### src/source/eth_tx_pkg.sv
`default_nettype none

package eth_tx_pkg;

    localparam logic [7:0]  PREAMBLE_BYTE = 8'h55;
    localparam logic [7:0]  SFD_BYTE      = 8'hD5;
    localparam int          PREAMBLE_LEN  = 7;
    localparam int          FCS_LEN       = 4;
    localparam logic [31:0] CRC_INIT      = 32'hFFFF_FFFF;

    // tags each byte on the framer to fcs stream
    typedef enum logic [2:0] {
        phase_idle,
        phase_preamble,
        phase_sfd,
        phase_data,
        phase_fcs
    } tx_phase_t;

    typedef enum logic [2:0] {
        st_idle,
        st_preamble,
        st_sfd,
        st_data,
        st_fcs,
        st_gap
    } framer_state_t;

    // reflected crc-32, one byte, lsb first
    function automatic logic [31:0] crc32_next(
        input logic [31:0] crc,
        input logic [7:0]  data
    );
        logic [31:0] c;
        c = crc ^ {24'h00_0000, data};
        for (int i = 0; i < 8; i++) begin
            c = c[0] ? ((c >> 1) ^ 32'hEDB8_8320) : (c >> 1);
        end
        return c;
    endfunction

endpackage

`default_nettype wire

### src/source/eth_tx_mac.sv
`timescale 1ns/100ps
`default_nettype none

module eth_tx_mac
    import eth_tx_pkg::*;
#(
    parameter int SLOT_COUNT = 4,
    parameter int MAX_LEN    = 64,
    parameter int GAP_CYCLES = 12
) (
    input  wire         clock,
    input  wire         reset,
    input  wire         wr_valid,
    input  wire [7:0]   wr_data,
    input  wire         wr_last,
    output logic        credit_return,
    output logic [7:0]  gmii_txd,
    output logic        gmii_tx_en
);

    localparam int IDX_W = $clog2(MAX_LEN);
    localparam int LEN_W = $clog2(MAX_LEN + 1);

    logic             pkt_avail;
    logic [LEN_W-1:0] pkt_len;
    logic [IDX_W-1:0] rd_index;
    logic [7:0]       rd_data;
    logic             pkt_done;
    tx_phase_t        st_phase;
    logic [7:0]       st_byte;

    tx_packet_buffer #(
        .SLOT_COUNT (SLOT_COUNT),
        .MAX_LEN    (MAX_LEN)
    ) u_buffer (
        .clock         (clock),
        .reset         (reset),
        .wr_valid      (wr_valid),
        .wr_data       (wr_data),
        .wr_last       (wr_last),
        .rd_index      (rd_index),
        .pkt_done      (pkt_done),
        .pkt_avail     (pkt_avail),
        .pkt_len       (pkt_len),
        .rd_data       (rd_data),
        .credit_return (credit_return)
    );

    tx_framer #(
        .MAX_LEN    (MAX_LEN),
        .GAP_CYCLES (GAP_CYCLES)
    ) u_framer (
        .clock     (clock),
        .reset     (reset),
        .pkt_avail (pkt_avail),
        .pkt_len   (pkt_len),
        .rd_data   (rd_data),
        .rd_index  (rd_index),
        .pkt_done  (pkt_done),
        .st_phase  (st_phase),
        .st_byte   (st_byte)
    );

    tx_fcs_insert u_fcs (
        .clock      (clock),
        .reset      (reset),
        .st_phase   (st_phase),
        .st_byte    (st_byte),
        .gmii_txd   (gmii_txd),
        .gmii_tx_en (gmii_tx_en)
    );

endmodule

`default_nettype wire

### src/source/tx_fcs_insert.sv
`timescale 1ns/100ps
`default_nettype none

module tx_fcs_insert
    import eth_tx_pkg::*;
(
    input  wire             clock,
    input  wire             reset,
    input  wire tx_phase_t  st_phase,
    input  wire [7:0]       st_byte,
    output logic [7:0]      gmii_txd,
    output logic            gmii_tx_en
);

    logic [31:0] crc;
    logic [31:0] fcs_word;
    logic [1:0]  fcs_idx;  // which fcs byte goes out next

    assign fcs_word = ~crc;

    always_ff @(posedge clock) begin
        case (st_phase)
            phase_sfd:  crc <= CRC_INIT;
            phase_data: crc <= crc32_next(crc, st_byte);
            default:    crc <= crc;  // held through fcs
        endcase
    end

    always_ff @(posedge clock) begin
        case (st_phase)
            phase_idle: gmii_txd <= 8'h00;
            phase_fcs:  gmii_txd <= fcs_word[{fcs_idx, 3'b000} +: 8];  // lsb first
            default:    gmii_txd <= st_byte;
        endcase
    end

    always_ff @(posedge clock) begin
        if (reset) begin
            fcs_idx    <= '0;
            gmii_tx_en <= 1'b0;
        end else begin
            gmii_tx_en <= (st_phase != phase_idle);
            if (st_phase == phase_fcs) begin
                fcs_idx <= fcs_idx + 1'b1;
            end else begin
                fcs_idx <= '0;
            end
        end
    end

    // fcs run from the framer must be exactly four bytes
    assert property (@(posedge clock) disable iff (reset)
        (st_phase == phase_fcs && fcs_idx == 2'd3) |=> st_phase != phase_fcs)
        else $error("fcs phase longer than four cycles");

    assert property (@(posedge clock) disable iff (reset)
        (st_phase == phase_fcs && fcs_idx != 2'd3) |=> st_phase == phase_fcs)
        else $error("fcs phase shorter than four cycles");

endmodule

`default_nettype wire

### src/source/tx_framer.sv
`timescale 1ns/100ps
`default_nettype none

module tx_framer
    import eth_tx_pkg::*;
#(
    parameter int MAX_LEN    = 64,
    parameter int GAP_CYCLES = 12
) (
    input  wire                               clock,
    input  wire                               reset,
    input  wire                               pkt_avail,
    input  wire [$clog2(MAX_LEN + 1)-1:0]     pkt_len,
    input  wire [7:0]                         rd_data,
    output logic [$clog2(MAX_LEN)-1:0]        rd_index,
    output logic                              pkt_done,
    output tx_phase_t                         st_phase,
    output logic [7:0]                        st_byte
);

    localparam int IDX_W   = $clog2(MAX_LEN);
    localparam int CNT_MAX = (MAX_LEN > GAP_CYCLES) ? MAX_LEN : GAP_CYCLES;
    localparam int CNT_W   = $clog2(CNT_MAX + 1);

    framer_state_t    state;
    logic [CNT_W-1:0] cnt;    // shared by every timed state
    logic [CNT_W-1:0] len_q;
    logic             last_data;

    assign last_data = (cnt == len_q - 1'b1);

    always_ff @(posedge clock) begin
        if (reset) begin
            state <= st_idle;
            cnt   <= '0;
        end else begin
            cnt <= cnt + 1'b1;
            case (state)
                st_idle: begin
                    cnt <= '0;
                    if (pkt_avail) begin
                        state <= st_preamble;
                    end
                end
                st_preamble: begin
                    if (cnt == CNT_W'(PREAMBLE_LEN - 1)) begin
                        state <= st_sfd;
                        cnt   <= '0;
                    end
                end
                st_sfd: begin
                    state <= st_data;
                    cnt   <= '0;
                end
                st_data: begin
                    if (last_data) begin
                        state <= st_fcs;
                        cnt   <= '0;
                    end
                end
                st_fcs: begin
                    if (cnt == CNT_W'(FCS_LEN - 1)) begin
                        state <= st_gap;
                        cnt   <= '0;
                    end
                end
                st_gap: begin
                    if (cnt == CNT_W'(GAP_CYCLES - 1)) begin
                        state <= st_idle;
                    end
                end
                default: state <= st_idle;
            endcase
        end
    end

    always_ff @(posedge clock) begin
        if (state == st_idle && pkt_avail) begin
            len_q <= CNT_W'(pkt_len);
        end
    end

    // index 0 goes out during sfd so data follows with no bubble
    assign rd_index = (state == st_data) ? cnt[IDX_W-1:0] + 1'b1 : '0;
    assign pkt_done = (state == st_data) && last_data;

    always_comb begin
        st_phase = phase_idle;
        st_byte  = 8'h00;
        case (state)
            st_preamble: begin
                st_phase = phase_preamble;
                st_byte  = PREAMBLE_BYTE;
            end
            st_sfd: begin
                st_phase = phase_sfd;
                st_byte  = SFD_BYTE;
            end
            st_data: begin
                st_phase = phase_data;
                st_byte  = rd_data;
            end
            st_fcs:  st_phase = phase_fcs;  // byte replaced downstream
            default: st_phase = phase_idle;
        endcase
    end

    // the slot being released must still be committed
    assert property (@(posedge clock) disable iff (reset)
        pkt_done |-> pkt_avail)
        else $error("pkt_done with no committed slot");

    assert property (@(posedge clock) disable iff (reset)
        (state == st_idle && pkt_avail) |-> pkt_len != '0)
        else $error("committed slot with zero length");

endmodule

`default_nettype wire

### src/source/tx_packet_buffer.sv
`timescale 1ns/100ps
`default_nettype none

module tx_packet_buffer #(
    parameter int SLOT_COUNT = 4,
    parameter int MAX_LEN    = 64
) (
    input  wire                               clock,
    input  wire                               reset,
    input  wire                               wr_valid,
    input  wire [7:0]                         wr_data,
    input  wire                               wr_last,
    input  wire [$clog2(MAX_LEN)-1:0]         rd_index,
    input  wire                               pkt_done,
    output logic                              pkt_avail,
    output logic [$clog2(MAX_LEN + 1)-1:0]    pkt_len,
    output logic [7:0]                        rd_data,
    output logic                              credit_return
);

    localparam int SLOT_W = $clog2(SLOT_COUNT);
    localparam int IDX_W  = $clog2(MAX_LEN);
    localparam int LEN_W  = $clog2(MAX_LEN + 1);

    logic [7:0]        mem     [SLOT_COUNT][MAX_LEN];
    logic [LEN_W-1:0]  len_mem [SLOT_COUNT];
    logic [SLOT_W-1:0] wr_slot;
    logic [SLOT_W-1:0] rd_slot;
    logic [LEN_W-1:0]  wr_count;   // bytes written into current slot
    logic [SLOT_W:0]   occupancy;  // committed slots not yet freed
    logic              commit;

    assign commit = wr_valid && wr_last;

    always_ff @(posedge clock) begin
        if (wr_valid) begin
            mem[wr_slot][wr_count[IDX_W-1:0]] <= wr_data;
        end
        if (commit) begin
            len_mem[wr_slot] <= wr_count + 1'b1;
        end
        rd_data <= mem[rd_slot][rd_index];  // oldest committed slot
    end

    always_ff @(posedge clock) begin
        if (reset) begin
            wr_slot       <= '0;
            rd_slot       <= '0;
            wr_count      <= '0;
            occupancy     <= '0;
            credit_return <= 1'b0;
        end else begin
            credit_return <= pkt_done;
            if (wr_valid) begin
                wr_count <= wr_last ? '0 : wr_count + 1'b1;
            end
            if (commit) begin
                wr_slot <= wr_slot + 1'b1;  // wraps, slot count is a power of two
            end
            if (pkt_done) begin
                rd_slot <= rd_slot + 1'b1;
            end
            case ({commit, pkt_done})
                2'b10:   occupancy <= occupancy + 1'b1;
                2'b01:   occupancy <= occupancy - 1'b1;
                default: occupancy <= occupancy;
            endcase
        end
    end

    assign pkt_avail = (occupancy != '0);
    assign pkt_len   = len_mem[rd_slot];

    // host only starts a packet while it holds a credit
    assert property (@(posedge clock) disable iff (reset)
        (wr_valid && wr_count == '0) |-> occupancy < (SLOT_W + 1)'(SLOT_COUNT))
        else $error("packet started with every slot occupied");

    // packets longer than MAX_LEN would overrun the slot
    assert property (@(posedge clock) disable iff (reset)
        wr_count < LEN_W'(MAX_LEN))
        else $error("write byte counter reached MAX_LEN");

endmodule

`default_nettype wire

### config.mk
export PLATFORM = sky130hd
export DESIGN_NAME = eth_tx_mac
export DESIGN_NICKNAME = d
export VERILOG_FILES = /design/src/source/eth_tx_pkg.sv /design/src/source/eth_tx_mac.sv /design/src/source/tx_fcs_insert.sv /design/src/source/tx_framer.sv /design/src/source/tx_packet_buffer.sv
export SDC_FILE = /design/constraint.sdc
export NUM_CORES = 2
export LEC_CHECK = 0
export ABC_AREA = 1
export CAP_MARGIN = 20
export CORE_MARGIN = 5
export CORE_UTILIZATION = 35
export DETAILED_ROUTE_END_ITERATION = 16
export DONT_BUFFER_PORTS = 1
export GPL_TIMING_DRIVEN = 1
export HOLD_SLACK_MARGIN = 0.02
export PLACE_DENSITY = 0.57
export SKIP_LAST_GASP = 1
export SLEW_MARGIN = 30
export SYNTH_ARGS = -nofsm -noshare
export SYNTH_HDL_FRONTEND = slang
export SYNTH_SLANG_ARGS = --single-unit
### constraint.sdc
create_clock -name clock -period 2.7 [get_ports clock]
set_input_delay 0.135 -clock clock [delete_from_list [all_inputs] [get_ports clock]]
set_output_delay 0.135 -clock clock [all_outputs]
set_load 0.01 [all_outputs]
==> run_results.csv <==
group,metric,value,unit
status,status,"finished, violations left",
status,violations,"hold timing, setup timing",
critical_path,endpoint_kind,"flop",
cells_and_area,fin_nets,8558,
routing,postRouteAntennaNets,0,
synthesis,synth-main-ff-cell,"edfxtp_1",
power,power.leakage,39.0,nW
critical_path,crit_chain,"inv_2 > ha_4 > nand2_4 > nor2_4 > nand3b_1 > xor2_2 > nor2_1 > nand2_1 > nor3_2 > ha_2 > inv_2 > fa_2 > a21oi_2 > o21ai_2 > buf_4 > a21oi_2",
cells_and_area,num-fill-cells,24343,
sta,slew_headroom,29.8,%
job,drv_cap,0,
global_routing,antenna_found_initial,8,
routing,wl_per_cell,21.0,um
routing,first_iter_violations,6512,
routing,finalWirelength,254000,um
critical_path,critPathMaxStageDelay,0.41,ns
placement,dp_hpwl,144000,um
cts,holdBufCountCts,6,
synthesis,yosys_warnings,0,
sta,fin_crit_sh,100,%
synthesis,async_reset_ff_share,0,%
global_routing,grt_pass1_vias,59278,
sta,grt_setup_unrepaired,"true",
floorplan,fp.dieW,519,um
critical_path,start_kind,"flop",
synthesis,synth.ff_latch_count,2161,
power,p_per_area,692,nW/um2
cts,cts_root_buffer,"clkbuf_16",
floorplan,die_h,519,um
routing,routed-via-count,61775,
power,report.power.total,72.8,mW
synthesis,syn_nets,8339,
placement,port_buffers,0,
sta,holdWs,-0.627,ns
cells_and_area,drive_gt1_share,10.1,%
worst_hold_path,min-delay-start,"wr_data[4]",
cells_and_area,regArea,64400,um2
routing,viasPerCell,5.10,
cts,cts_buffers,225,
floorplan,dieArea,269000,um2
cts,clk_latency,0.87,ns
synthesis,syn_area,90700,um2
critical_path,crit_family,"adder cells",
cells_and_area,areaGrowthSynthToFinish,16.1,%
critical_path,crit_buf_inv,3,
sta,fin_crit,2.71,ns
power,vdd_ir_drop_max,0.562,mV
sta,setup_viol,1,
synthesis,synth_cells,8317,
critical_path,arrival,3.49,ns
critical_path,required,3.48,ns
cts,cts.path.max_buffers,3,
synthesis,synth_edf_count,2115,
sta,finalHoldViolations,1839,
synthesis,ys_types,37,
synthesis,postSynthAreaPerCell,10.9,um2
floorplan,rows,186,
routing,drc_errors,0,
global_routing,grt_max_degree,257,
worst_hold_path,hold_class,"input pin to flop",
placement,post-place-ws,-0.140,ns
cts,clk_pin_slew,0.06,ns
sta,slew_violations,0,
critical_path,critPathLaunch,"u_framer.len_q[0]$_DFFE_PP_",
routing,drtPass1Iterations,6,
synthesis,ys_seq_area_share,71.1,%
cts,cts_tree,"done",
placement,gp_congestion,0.884,
floorplan,io-pin-count,22,
critical_path,path_class,"flop to flop",
sta,setup_ws,-0.00954,ns
sta,skew,0.0420,ns
cts,h-tree-depth,4,
global_routing,overflow,0,
sta,max_freq,369,MHz
global_routing,grt.total_usage,18.2,%
critical_path,rr_startpoint,"u_framer.len_q[0]$_DFFE_PP_",
floorplan,initial_core_util,35.2,%
cts,clock_sinks,2161,
cells_and_area,multi_input_area,22900,um2
sta,timing_worst_slew_pin_value,1.05,ns
critical_path,slowest_stage,"edfxtp_1",
floorplan,core-area,257000,um2
critical_path,cp_max_fo,4,
global_routing,grt_pass1_wl,378000,um
[power by group]
group	switching (mW)	internal, mW	leakage, nW
combinational	3.11	1.35	16.1
sequential	0.149	37.0	19.3
clock	13.2	18.0	3.58
total	16.4	56.4	39.0
[kinds of logic after synthesis]
family / count (synthesis) / synth area share [%]
flip-flops: 2161 / 71.1
AO/OA/AOI/OAI: 209 / 1.26
adder cells (fa/ha/maj): 10 / 0.146
AND/OR/NAND/NOR: 5049 / 23.3
XOR/XNOR: 46 / 0.453
buffers and inverters: 842 / 3.80
[registers in the layout, indices dropped and copies added (netlist names), 3 cells and up, named ones only]
register            count
u_framer.len_q          7
u_framer.state          3
u_buffer.rd_data        8
u_buffer.mem         2048
u_buffer.len_mem       28
u_framer.cnt            7
u_fcs.crc              32
u_buffer.wr_count       7
u_fcs.gmii_txd          8
u_buffer.occupancy      3
[layout make-up]
type / count / share of cell area [%]
Timing Repair Buffer: 482 / 4.62
Inverter: 352 / 1.29
Clock buffer: 273 / 5.56
Sequential cell: 2161 / 61.2
Antenna cell: 2 / 0.00476
Multi-Input combinational cell: 5314 / 21.8
Tap cell: 3384 / 4.02
Clock inverter: 146 / 1.47
[through the flow]
stage                     std cells  utilization, %  TNS (ns)  cell area (um2)
after floorplan                8317               -         0            90700
after global placement        11675            37.8     -4.99            97400
after detailed placement      11675            37.8    -0.140            97400
after CTS                     12101            40.8         0           105000
after global routing          12113            40.9    -0.269           105000
final                         12114            40.9  -0.00954           105000
[path summary, 6_finish.rpt]
check / endpoint / slack, ns / cells after the start
hold reg to reg: u_buffer.wr_count[6]$_SDFFE_PP0P_ / 0.48 / 2
hold / removal: u_buffer.mem[1][108]$_DFFE_PP_ / -0.63 / 0
setup reg to reg: u_buffer.occupancy[2]$_SDFFE_PP0P_ / -0.01 / 16
setup / recovery: u_buffer.occupancy[2]$_SDFFE_PP0P_ / -0.01 / 16
[cell usage after synthesis, types with 9 or more instances]
cell	instances	share of area, %
dfxtp_1	46	1.0
a21oi_1	43	0.24
o21ai_0	124	0.68
or2_2	29	0.20
edfxtp_1	2115	70
xor2_1	37	0.36
buf_2	213	1.2
inv_1	343	1.4
nor2_1	410	1.7
nand2_1	2999	12
o211ai_1	30	0.25
nand3_1	1571	8.7
ha_1	9	0.12
clkbuf_1	205	0.85
nor3_1	15	0.083
buf_1	67	0.28
[cells in the final DEF, fill, tap and decap left out, types with 3 or more instances in the layout]
cell type      count
buf_4            380
o22ai_1            7
clkbuf_16        232
nand3_1         1569
o211ai_1          30
clkbuf_1          46
clkinv_2          36
nor2_2             3
buf_6              6
edfxtp_1        2115
nand2_1         2993
inv_2              8
dlygate4sd3_1      6
nor3_1             7
nand2_2            9
dfxtp_1           44
inv_6              6
a21oi_1           41
ha_1               7
inv_4              5
nand4_1            5
nor2_1           407
buf_16             7
xnor2_1            8
nor3_2             7
inv_16             4
clkinvlp_4        11
or2_2             29
nor2_4             5
xor2_1            36
inv_1            334
o21ai_0          122
bufinv_16         27
nand3b_1           3
clkinv_1          60
clkinv_16          4
buf_12            78
[repair_timing]
action                     4_1_cts  5_1_grt
setup buffers                    1        6
gates resized for setup          6       37
hold endpoints to repair      2102     2048
setup endpoints to repair        1       34
cloned                           0        5
pin swaps                        2       14
[routing by layer]
metal  vias up  GRT usage [%]  wire length, um
met5         -              0               30
met4         4           5.71             7650
met3       416           2.73            17400
met2      2133           29.7           120000
met1     30335           25.1           110000
li1      28887              -                -
Power figures use the tool's default switching activity.
